[src/logic/ex_params.svh]
////////////////////////////////////////////////////////////////////////////
// Execute stage parameters
// Data width, register address width and the special register counts
// shared by the package and the execute stage modules
////////////////////////////////////////////////////////////////////////////

`ifndef EX_PARAMS_SVH
`define EX_PARAMS_SVH

// Data word width
`define EX_XLEN 32

// Register file address width, covers integer and extended registers
`define EX_RADDR_W 6

// Special register counts for the dot-product extension
`define EX_NUM_WSPR 4 // Weight registers
`define EX_NUM_ASPR 2 // Activation registers

`endif

[src/logic/ex_pkg.sv]
////////////////////////////////////////////////////////////////////////////
// Execute stage types
// Operation codes and the packed request, SPR select and register-file
// write port structures used across the execute stage
////////////////////////////////////////////////////////////////////////////

`default_nettype none

`include "ex_params.svh"

package ex_pkg;

  // ALU operations, the last four drive the branch compare
  typedef enum logic [3:0] {
    ALU_ADD,
    ALU_SUB,
    ALU_AND,
    ALU_OR,
    ALU_XOR,
    ALU_SLL,
    ALU_SLT,
    ALU_SLTU,
    ALU_EQ,
    ALU_NE,
    ALU_LT,
    ALU_GE
  } alu_op_e;

  typedef enum logic [1:0] {
    MULT_MUL,  // Low word, single cycle
    MULT_MULH, // Signed high word, two cycles
    MULT_SDOT  // 4x8 signed dot product plus accumulator
  } mult_op_e;

  typedef struct packed {
    alu_op_e            op;
    logic [`EX_XLEN-1:0] a;
    logic [`EX_XLEN-1:0] b;
  } alu_req_t;

  typedef struct packed {
    mult_op_e           op;
    logic [`EX_XLEN-1:0] a;
    logic [`EX_XLEN-1:0] b;
    logic [`EX_XLEN-1:0] c; // Accumulator, also the jump target field
  } mult_req_t;

  // Load target in the SPR bank, indices also pick the dot operands
  typedef struct packed {
    logic                             w_en;
    logic [$clog2(`EX_NUM_WSPR)-1:0]  w_idx;
    logic                             a_en;
    logic [$clog2(`EX_NUM_ASPR)-1:0]  a_idx;
  } spr_sel_t;

  typedef struct packed {
    logic                   we;
    logic [`EX_RADDR_W-1:0] addr;
    logic [`EX_XLEN-1:0]    data;
  } wb_port_t;

endpackage

`default_nettype wire

[src/logic/ex_alu.sv]
////////////////////////////////////////////////////////////////////////////
// Integer ALU
// Add, subtract, logic, shift left and set-less-than, plus the four
// branch compares that feed the branch decision
////////////////////////////////////////////////////////////////////////////

`default_nettype none

`include "ex_params.svh"

module ex_alu import ex_pkg::*; (
  input  alu_req_t            req_i,
  output logic [`EX_XLEN-1:0] result_o,
  output logic                cmp_o
);

  localparam int SHAMT_W = $clog2(`EX_XLEN);

  logic eq;
  logic lt_s;
  logic lt_u;

  assign eq   = (req_i.a == req_i.b);
  assign lt_s = ($signed(req_i.a) < $signed(req_i.b));
  assign lt_u = (req_i.a < req_i.b);

  // Branch compares
  always_comb begin
    case (req_i.op)
      ALU_EQ:  cmp_o = eq;
      ALU_NE:  cmp_o = ~eq;
      ALU_LT:  cmp_o = lt_s;
      ALU_GE:  cmp_o = ~lt_s;
      default: cmp_o = 1'b0;
    endcase
  end

  always_comb begin
    case (req_i.op)
      ALU_ADD:  result_o = req_i.a + req_i.b;
      ALU_SUB:  result_o = req_i.a - req_i.b;
      ALU_AND:  result_o = req_i.a & req_i.b;
      ALU_OR:   result_o = req_i.a | req_i.b;
      ALU_XOR:  result_o = req_i.a ^ req_i.b;
      ALU_SLL:  result_o = req_i.a << req_i.b[SHAMT_W-1:0];
      ALU_SLT:  result_o = {{(`EX_XLEN-1){1'b0}}, lt_s};
      ALU_SLTU: result_o = {{(`EX_XLEN-1){1'b0}}, lt_u};
      default:  result_o = {{(`EX_XLEN-1){1'b0}}, cmp_o}; // Compares
    endcase
  end

endmodule

`default_nettype wire

[src/logic/ex_dotp_mult.sv]
////////////////////////////////////////////////////////////////////////////
// Multiplier with dot-product support
// MUL and SDOT finish in one cycle, MULH holds the signed 64-bit product
// for a second cycle and stalls the stage meanwhile
////////////////////////////////////////////////////////////////////////////

`default_nettype none

`include "ex_params.svh"

module ex_dotp_mult import ex_pkg::*; (
  input  logic                clk,
  input  logic                rst_n,
  input  logic                en_i,
  input  mult_req_t           req_i,
  input  logic                ex_ready_i,
  output logic [`EX_XLEN-1:0] result_o,
  output logic                multicycle_o,
  output logic                ready_o
);

  localparam int LANES = `EX_XLEN / 8;

  logic signed [2*`EX_XLEN-1:0] prod_full;
  logic        [2*`EX_XLEN-1:0] prod_q;   // Held MULH product
  logic                         mulh_q;   // Set in the second MULH cycle
  logic        [`EX_XLEN-1:0]   dot_sum;

  // One signed multiplier, low word also serves MUL
  assign prod_full = $signed(req_i.a) * $signed(req_i.b);

  // Byte lanes, each product sign extended before the sum
  always_comb begin
    logic signed [15:0] lane_prod;
    dot_sum = req_i.c;
    for (int i = 0; i < LANES; i++) begin
      lane_prod = $signed(req_i.a[8*i +: 8]) * $signed(req_i.b[8*i +: 8]);
      dot_sum   = dot_sum + {{(`EX_XLEN-16){lane_prod[15]}}, lane_prod};
    end
  end

  assign multicycle_o = en_i & (req_i.op == MULT_MULH) & ~mulh_q;
  assign ready_o      = ~multicycle_o;

  ////////////////////////////////////////////////////////////////////////////
  // MULH state
  ////////////////////////////////////////////////////////////////////////////

  always_ff @(posedge clk or negedge rst_n) begin
    if (!rst_n) begin
      mulh_q <= 1'b0;
    end else if (multicycle_o) begin
      mulh_q <= 1'b1;
    end else if (ex_ready_i) begin
      mulh_q <= 1'b0; // Back to idle once the result leaves
    end
  end

  always_ff @(posedge clk) begin
    if (multicycle_o) begin
      prod_q <= prod_full;
    end
  end

  always_comb begin
    case (req_i.op)
      MULT_MULH: result_o = prod_q[2*`EX_XLEN-1:`EX_XLEN];
      MULT_SDOT: result_o = dot_sum;
      default:   result_o = prod_full[`EX_XLEN-1:0];
    endcase
  end

endmodule

`default_nettype wire

[src/logic/ex_spr_bank.sv]
////////////////////////////////////////////////////////////////////////////
// Special register bank for the dot-product extension
// Weight and activation registers, written from load data in the WB
// cycle and read as dot-product operands by the instruction in EX
////////////////////////////////////////////////////////////////////////////

`default_nettype none

`include "ex_params.svh"

module ex_spr_bank import ex_pkg::*; (
  input  logic                clk,
  input  logic                rst_n,
  input  logic                wr_en_i,
  input  spr_sel_t            wr_sel_i,
  input  logic [`EX_XLEN-1:0] wr_data_i,
  input  spr_sel_t            rd_sel_i,
  output logic [`EX_XLEN-1:0] wspr_o,
  output logic [`EX_XLEN-1:0] aspr_o
);

  logic [`EX_NUM_WSPR-1:0][`EX_XLEN-1:0] wspr_q;
  logic [`EX_NUM_ASPR-1:0][`EX_XLEN-1:0] aspr_q;

  // Both kinds may be loaded by the same instruction
  always_ff @(posedge clk or negedge rst_n) begin
    if (!rst_n) begin
      wspr_q <= '0;
      aspr_q <= '0;
    end else if (wr_en_i) begin
      if (wr_sel_i.w_en) begin
        wspr_q[wr_sel_i.w_idx] <= wr_data_i;
      end
      if (wr_sel_i.a_en) begin
        aspr_q[wr_sel_i.a_idx] <= wr_data_i;
      end
    end
  end

  assign wspr_o = wspr_q[rd_sel_i.w_idx]; // Operand b of an SPR dot product
  assign aspr_o = aspr_q[rd_sel_i.a_idx]; // Operand a

endmodule

`default_nettype wire

[src/logic/ex_writeback.sv]
////////////////////////////////////////////////////////////////////////////
// EX/WB pipeline register
// Carries the load destination and SPR select into WB, keeps the last
// multiplier result and builds the WB write port and the SPR write
////////////////////////////////////////////////////////////////////////////

`default_nettype none

`include "ex_params.svh"

module ex_writeback import ex_pkg::*; (
  input  logic                   clk,
  input  logic                   rst_n,
  input  logic                   ex_valid_i,
  input  logic                   wb_ready_i,
  input  logic                   regfile_we_i,
  input  logic [`EX_RADDR_W-1:0] regfile_waddr_i,
  input  logic                   lsu_err_i,
  input  spr_sel_t               spr_sel_i,
  input  logic                   dot_spr_i,
  input  logic [`EX_XLEN-1:0]    mult_result_i,
  input  logic [`EX_XLEN-1:0]    lsu_rdata_i,
  output wb_port_t               wb_port_o,
  output logic                   spr_wr_en_o,
  output spr_sel_t               spr_sel_o
);

  logic                   we_q;
  logic [`EX_RADDR_W-1:0] waddr_q;
  spr_sel_t               spr_sel_q;
  logic                   dot_spr_q;
  logic [`EX_XLEN-1:0]    mult_q;    // Product of a fused instruction

  always_ff @(posedge clk or negedge rst_n) begin
    if (!rst_n) begin
      we_q      <= 1'b0;
      waddr_q   <= '0;
      spr_sel_q <= '0;
      dot_spr_q <= 1'b0;
      mult_q    <= '0;
    end else if (ex_valid_i) begin
      we_q      <= regfile_we_i & ~lsu_err_i; // No write after a bus error
      spr_sel_q <= spr_sel_i;
      dot_spr_q <= dot_spr_i;
      mult_q    <= mult_result_i;
      if (!lsu_err_i) begin
        waddr_q <= regfile_waddr_i;
      end
    end else if (wb_ready_i) begin
      we_q <= 1'b0; // Bubble moves into WB
    end
  end

  ////////////////////////////////////////////////////////////////////////////
  // WB port and SPR write
  ////////////////////////////////////////////////////////////////////////////

  always_comb begin
    wb_port_o.we   = we_q;
    wb_port_o.addr = waddr_q;
    wb_port_o.data = lsu_rdata_i;
    // Fused compute-load writes its product at the load address
    if (dot_spr_q) begin
      wb_port_o.data = mult_q;
    end
  end

  assign spr_wr_en_o = we_q;
  assign spr_sel_o   = spr_sel_q;

endmodule

`default_nettype wire

[src/logic/ex_stage.sv]
////////////////////////////////////////////////////////////////////////////
// Execute stage
// ALU, multiplier with dot product and the SPR bank, the ALU forwarding
// port, the branch outputs, the EX/WB register and stage handshake
////////////////////////////////////////////////////////////////////////////

`default_nettype none

`include "ex_params.svh"

module ex_stage import ex_pkg::*; (
  input  logic                   clk,
  input  logic                   rst_n,
  input  alu_req_t               alu_req_i,
  input  logic                   alu_en_i,
  input  mult_req_t              mult_req_i,
  input  logic                   mult_en_i,
  input  logic                   dot_spr_operand_i,
  input  spr_sel_t               spr_sel_i,
  input  logic                   lsu_en_i,
  input  logic                   lsu_ready_ex_i,
  input  logic                   lsu_err_i,
  input  logic [`EX_XLEN-1:0]    lsu_rdata_i,
  input  logic                   csr_access_i,
  input  logic [`EX_XLEN-1:0]    csr_rdata_i,
  input  logic                   regfile_alu_we_i,
  input  logic [`EX_RADDR_W-1:0] regfile_alu_waddr_i,
  input  logic                   regfile_we_i,
  input  logic [`EX_RADDR_W-1:0] regfile_waddr_i,
  input  logic                   branch_in_ex_i,
  input  logic                   wb_ready_i,
  output wb_port_t               alu_fw_o,
  output wb_port_t               wb_port_o,
  output logic                   branch_decision_o,
  output logic [`EX_XLEN-1:0]    jump_target_o,
  output logic                   mult_multicycle_o,
  output logic                   ex_ready_o,
  output logic                   ex_valid_o
);

  logic [`EX_XLEN-1:0] alu_result;
  logic                alu_cmp;
  logic [`EX_XLEN-1:0] mult_result;
  logic                mult_ready;
  mult_req_t           mult_req;
  logic [`EX_XLEN-1:0] wspr;
  logic [`EX_XLEN-1:0] aspr;
  logic                spr_wr_en;
  spr_sel_t            spr_wr_sel;
  logic                fused;       // Dot product next to a load

  assign fused = dot_spr_operand_i & mult_en_i;

  // SPR operands replace a and b, SDOT only
  always_comb begin
    mult_req = mult_req_i;
    if (dot_spr_operand_i && (mult_req_i.op == MULT_SDOT)) begin
      mult_req.a = aspr;
      mult_req.b = wspr;
    end
  end

  ex_alu alu_i (
    .req_i    (alu_req_i),
    .result_o (alu_result),
    .cmp_o    (alu_cmp)
  );

  ex_dotp_mult mult_i (
    .clk          (clk),
    .rst_n        (rst_n),
    .en_i         (mult_en_i),
    .req_i        (mult_req),
    .ex_ready_i   (ex_ready_o),
    .result_o     (mult_result),
    .multicycle_o (mult_multicycle_o),
    .ready_o      (mult_ready)
  );

  ex_spr_bank spr_bank_i (
    .clk       (clk),
    .rst_n     (rst_n),
    .wr_en_i   (spr_wr_en),
    .wr_sel_i  (spr_wr_sel),
    .wr_data_i (lsu_rdata_i),
    .rd_sel_i  (spr_sel_i),
    .wspr_o    (wspr),
    .aspr_o    (aspr)
  );

  ex_writeback writeback_i (
    .clk             (clk),
    .rst_n           (rst_n),
    .ex_valid_i      (ex_valid_o),
    .wb_ready_i      (wb_ready_i),
    .regfile_we_i    (regfile_we_i),
    .regfile_waddr_i (regfile_waddr_i),
    .lsu_err_i       (lsu_err_i),
    .spr_sel_i       (spr_sel_i),
    .dot_spr_i       (dot_spr_operand_i),
    .mult_result_i   (mult_result),
    .lsu_rdata_i     (lsu_rdata_i),
    .wb_port_o       (wb_port_o),
    .spr_wr_en_o     (spr_wr_en),
    .spr_sel_o       (spr_wr_sel)
  );

  ////////////////////////////////////////////////////////////////////////////
  // ALU forwarding port
  ////////////////////////////////////////////////////////////////////////////

  always_comb begin
    alu_fw_o.we   = regfile_alu_we_i;
    alu_fw_o.addr = regfile_alu_waddr_i;
    alu_fw_o.data = alu_result;
    if (!fused) begin // Fused product goes out on the WB port instead
      if (mult_en_i) begin
        alu_fw_o.data = mult_result;
      end
      if (csr_access_i) begin
        alu_fw_o.data = csr_rdata_i;
      end
    end
  end

  assign branch_decision_o = alu_cmp;
  assign jump_target_o     = mult_req_i.c; // Target field rides on operand c

  // Branches finish in EX without WB
  assign ex_ready_o = (mult_ready & lsu_ready_ex_i & wb_ready_i) | branch_in_ex_i;
  assign ex_valid_o = (alu_en_i | mult_en_i | csr_access_i | lsu_en_i)
                      & mult_ready & lsu_ready_ex_i & wb_ready_i;

endmodule

`default_nettype wire

[config.mk]
export PLATFORM = sky130hd
export DESIGN_NAME = ex_stage
export DESIGN_NICKNAME = d
export VERILOG_FILES = /design/src/logic/ex_pkg.sv /design/src/logic/ex_alu.sv /design/src/logic/ex_dotp_mult.sv /design/src/logic/ex_spr_bank.sv /design/src/logic/ex_writeback.sv /design/src/logic/ex_stage.sv
export VERILOG_INCLUDE_DIRS = /design/src /design/src/logic
export SDC_FILE = /design/constraint.sdc
export NUM_CORES = 2
export LEC_CHECK = 0
export ABC_AREA = 1
export BUFFER_PORTS_ARGS = -buffer_cell sky130_fd_sc_hd__buf_2
export CORE_MARGIN = 1.5
export CORE_UTILIZATION = 45
export CTS_CLUSTER_SIZE = 12
export DETAILED_ROUTE_END_ITERATION = 8
export SLEW_MARGIN = 10
export SYNTH_ARGS = -nofsm -noshare
export SYNTH_HDL_FRONTEND = slang
export SYNTH_SLANG_ARGS = --single-unit
[constraint.sdc]
create_clock -name clk -period 12.9 [get_ports clk]
set_input_delay 1.29 -clock clk [delete_from_list [all_inputs] [get_ports clk]]
set_output_delay 1.29 -clock clk [all_outputs]
set_load 0.01 [all_outputs]
==> flow_metrics.py <==
metrics = {
    "status": {
        "run_status": "completed",
    },
    "clock_network": {
        "cts_root_buf": "sky130_fd_sc_hd__clkbuf_16",
        "ctsHoldBuffers": 0,
        "clkSlewWorstSetupHoldPaths_ps": 60,
        "tritoncts_clock_tree": "yes",
        "htree_levels": 1,
        "clock_latency_ps": 590,
        "cts-buffers-inserted": 30,
        "clock_path_buffers": 3,
        "tritoncts_num_sinks": 270,
    },
    "sta": {
        "drv_slew": 0,
        "setup_viol_count_final": 0,
        "worst_clock_skew_ps": 21.05,
        "fin_ws_ps": 244.4,
        "post-route-period-util": 0.9811,
        "rsz0062_at_grt": "no",
        "fin_crit_ps": 12660,
        "setup_total_negative_slack_ps": 0,
        "max-slew-margin-rel": 0.2627,
        "max_clock_freq_mhz": 79.02,
        "hold_viol": 0,
        "tightestPinTransition_ps": 1078,
        "worst_hold_margin_ps": 479.3,
    },
    "worst_setup_path": {
        "cp_max_fo": 13,
        "arrival_ps": 11370,
        "crit-reg2reg-launch": "spr_bank_i.wspr_q[7]",
        "worst_setup_path_start_kind": "input pin",
        "cp_slowest_cell": "sky130_fd_sc_hd__o21ai_0",
        "worstPathBufferInverterCount": 14,
        "critical_path.startpoint": "mult_req_i[96]",
        "worst_setup_end_kind": "primary output",
        "worstPathRequired_ps": 11610,
        "critical-path-max-stage-delay_ps": 650,
        "critical_path.top_delay_family": "adder cells",
        "critical_path_class": "input pin to primary output",
        "cpMostUsedCell": "sky130_fd_sc_hd__inv_1",
    },
    "layout": {
        "layout.cells.most_common": "sky130_fd_sc_hd__inv_1",
        "final_cell_mix": "sky130_fd_sc_hd__inv_1, sky130_fd_sc_hd__nand2_1, sky130_fd_sc_hd__fa_1",
        "share_of_layout_cells_above_drive_strength_1": 0.09917,
        "areaGrowthSynthToFinish_pct": 8.961,
        "final_nets": 11020,
        "finish.cell_count_without_fillers": 11010,
    },
    "global_routing": {
        "initial_antenna_violation_count": 22,
        "grt_pass1_vias": 61520,
        "grt_max_degree": 111,
        "wire_length_of_the_first_global_routing_pass_microns": 412400,
        "grt-ovfl-total": 0,
        "track_usage": 0.3696,
    },
    "synth": {
        "synth_ff_type": "sky130_fd_sc_hd__dfrtp_1",
        "area_share_of_the_largest_cell_type_after_synthesis": 0.3999,
        "syn_nets": 10700,
        "synth_edf_count": 32,
        "yosysTopAreaCell": "sky130_fd_sc_hd__fa_1",
        "synth-async-reset-ratio": 0.8815,
        "ys_seq_area_frac": 0.1010,
        "synth.distinct_cells": 70,
        "mappedNetlistArea_sq_um": 68490,
        "syn_inst": 8650,
        "synthTopCellsByArea": "sky130_fd_sc_hd__fa_1, sky130_fd_sc_hd__inv_1, sky130_fd_sc_hd__nand2_1",
        "postSynthAreaPerCell_sq_um": 7.918,
        "yosysWarnings": 0,
        "synth_seq_cells": 270,
    },
    "floorplan": {
        "num_rows": 142,
        "dieArea_sq_um": 154500,
        "chipWidth_microns": 393.1,
        "starting_utilization_of_the_core_area": 0.4551,
        "boundaryPins": 374,
        "chipHeight_microns": 393.1,
        "core-area_sq_um": 150500,
    },
    "place": {
        "gp_routability_congestion": 1.045,
        "portBuffers": 359,
        "place_hpwl_microns": 240700,
        "post-place-ws_ps": 165.5,
        "place.detailed.instances": 10950,
    },
    "hold_path": {
        "hp-start": "writeback_i.mult_q[2]",
        "hp-class": "flip-flop to flip-flop",
    },
    "detailed_routing": {
        "first_iter_violations": 5661,
        "first_pass_iters": 6,
        "post-route-drc-count": 0,
        "route.vias.total": 59510,
        "wire_per_inst_microns": 25.38,
        "viasPerCell": 5.405,
        "ant_nets": 0,
        "detail_route.wirelength_microns": 279400,
    },
    "flow_run": {
        "max-cap-violations": 0,
    },
}
## kinds of logic (layout without fill, tap and decap cells)
logic type | after synthesis | after routing | share of synthesized area
xor+xnor | 113 | 113 | 0.01445
flops | 270 | 270 | 0.1010
other cells | 0 | 9 | 0
simple gates | 2746 | 2746 | 0.1587
buf+inv | 2471 | 2806 | 0.1409
compound gates | 1241 | 1241 | 0.1051
mux | 19 | 19 | 0.002886
fa+ha+maj | 1790 | 1790 | 0.4770
## worst register-to-register path, delay by kind of cell (launching register included)
kind	cells	cell delay [ps]
compound gates	4	1340
xor+xnor	1	140
fa+ha+maj	9	5120
buf+inv	8	1160
flops	1	350
simple gates	6	1080
## registers in the layout, indices dropped and copies added (netlist names)
register                 count
spr_bank_i.wspr_q          128
spr_bank_i.aspr_q           64
mult_i.prod_q               32
writeback_i.mult_q          32
writeback_i.waddr_q          6
writeback_i.spr_sel_o        5
mult_i.mulh_q                1
writeback_i.dot_spr_q        1
writeback_i.spr_wr_en_o      1
## stage by stage
step / utilization / instance area, sq um
after floorplan: - / 68490
after detailed placement: 0.4892 / 73620
after global placement: 0.4892 / 73620
after global routing: 0.4959 / 74620
final: 0.4959 / 74630
after CTS: 0.4953 / 74530
## synthesized netlist by cell type (8+ instances only)
library cell	number
sky130_fd_sc_hd__o21a_1	21
sky130_fd_sc_hd__buf_4	49
sky130_fd_sc_hd__nand2_2	10
sky130_fd_sc_hd__nand3_1	181
sky130_fd_sc_hd__clkinv_1	15
sky130_fd_sc_hd__buf_2	123
sky130_fd_sc_hd__xnor2_1	49
sky130_fd_sc_hd__o21ai_1	43
sky130_fd_sc_hd__clkbuf_1	196
sky130_fd_sc_hd__edfxtp_1	32
sky130_fd_sc_hd__o2111ai_1	10
sky130_fd_sc_hd__o21ai_0	564
sky130_fd_sc_hd__a31oi_1	28
sky130_fd_sc_hd__nor2_1	819
sky130_fd_sc_hd__a21o_1	28
sky130_fd_sc_hd__inv_2	22
sky130_fd_sc_hd__o221ai_1	8
sky130_fd_sc_hd__or2_2	17
sky130_fd_sc_hd__fa_1	1368
sky130_fd_sc_hd__a21oi_2	19
sky130_fd_sc_hd__o21ai_2	28
sky130_fd_sc_hd__dfrtp_1	238
sky130_fd_sc_hd__inv_1	2050
sky130_fd_sc_hd__mux2i_1	13
sky130_fd_sc_hd__a221oi_1	17
sky130_fd_sc_hd__o21bai_1	12
sky130_fd_sc_hd__xor2_1	64
sky130_fd_sc_hd__nand4_1	19
sky130_fd_sc_hd__a21oi_1	315
sky130_fd_sc_hd__nor3_1	26
sky130_fd_sc_hd__nor4_1	16
sky130_fd_sc_hd__o311ai_0	31
sky130_fd_sc_hd__o211ai_1	41
sky130_fd_sc_hd__ha_1	422
sky130_fd_sc_hd__o22ai_1	28
sky130_fd_sc_hd__nand2_1	1621
## routing by layer
layer	vias up	global-route usage	wire, microns
met1	29630	0.4818	109500
met5	-	0	71
met4	10	0.2129	20640
li1	26520	-	-
met3	626	0.06916	24690
met2	2731	0.5764	124500
## final cells by class
type                       count  area, sq um
multi-input combinational   5909        52140
sequential                   270         6917
fill                       15140        75860
timing repair inverter         1        5.005
timing repair buffer         666         4264
inverter                    2088         7845
clock inverter                 7        52.55
clock buffer                  44        854.6
antenna                        9        22.52
tap                         2016         2522
## repair_timing
| item | 4_1_cts | 5_1_grt |
|---|---|---|
| hold endpoints to repair | 0 | 0 |
| endpoints found under the setup margin | 0 | 19 |
| buffers inserted | 0 | 1 |
| resized for setup | 0 | 16 |
## path summary, 6_finish.rpt
path                                            endpoint  slack (ps)  depth (start not counted)
worst max-delay path                        alu_fw_o[15]         240                         41
worst min-delay path               writeback_i.mult_q[2]         480                          2
worst max register to register         mult_i.prod_q[61]        3480                         28
worst min register to register     writeback_i.mult_q[2]         480                          2
max in group asynchronous          spr_bank_i.aspr_q[41]       10700                          2
min in group asynchronous       writeback_i.spr_sel_o[4]         780                          1
Power is not shown: default switching activity piles up to over one toggle a cycle in this logic, so the estimate is an artifact.
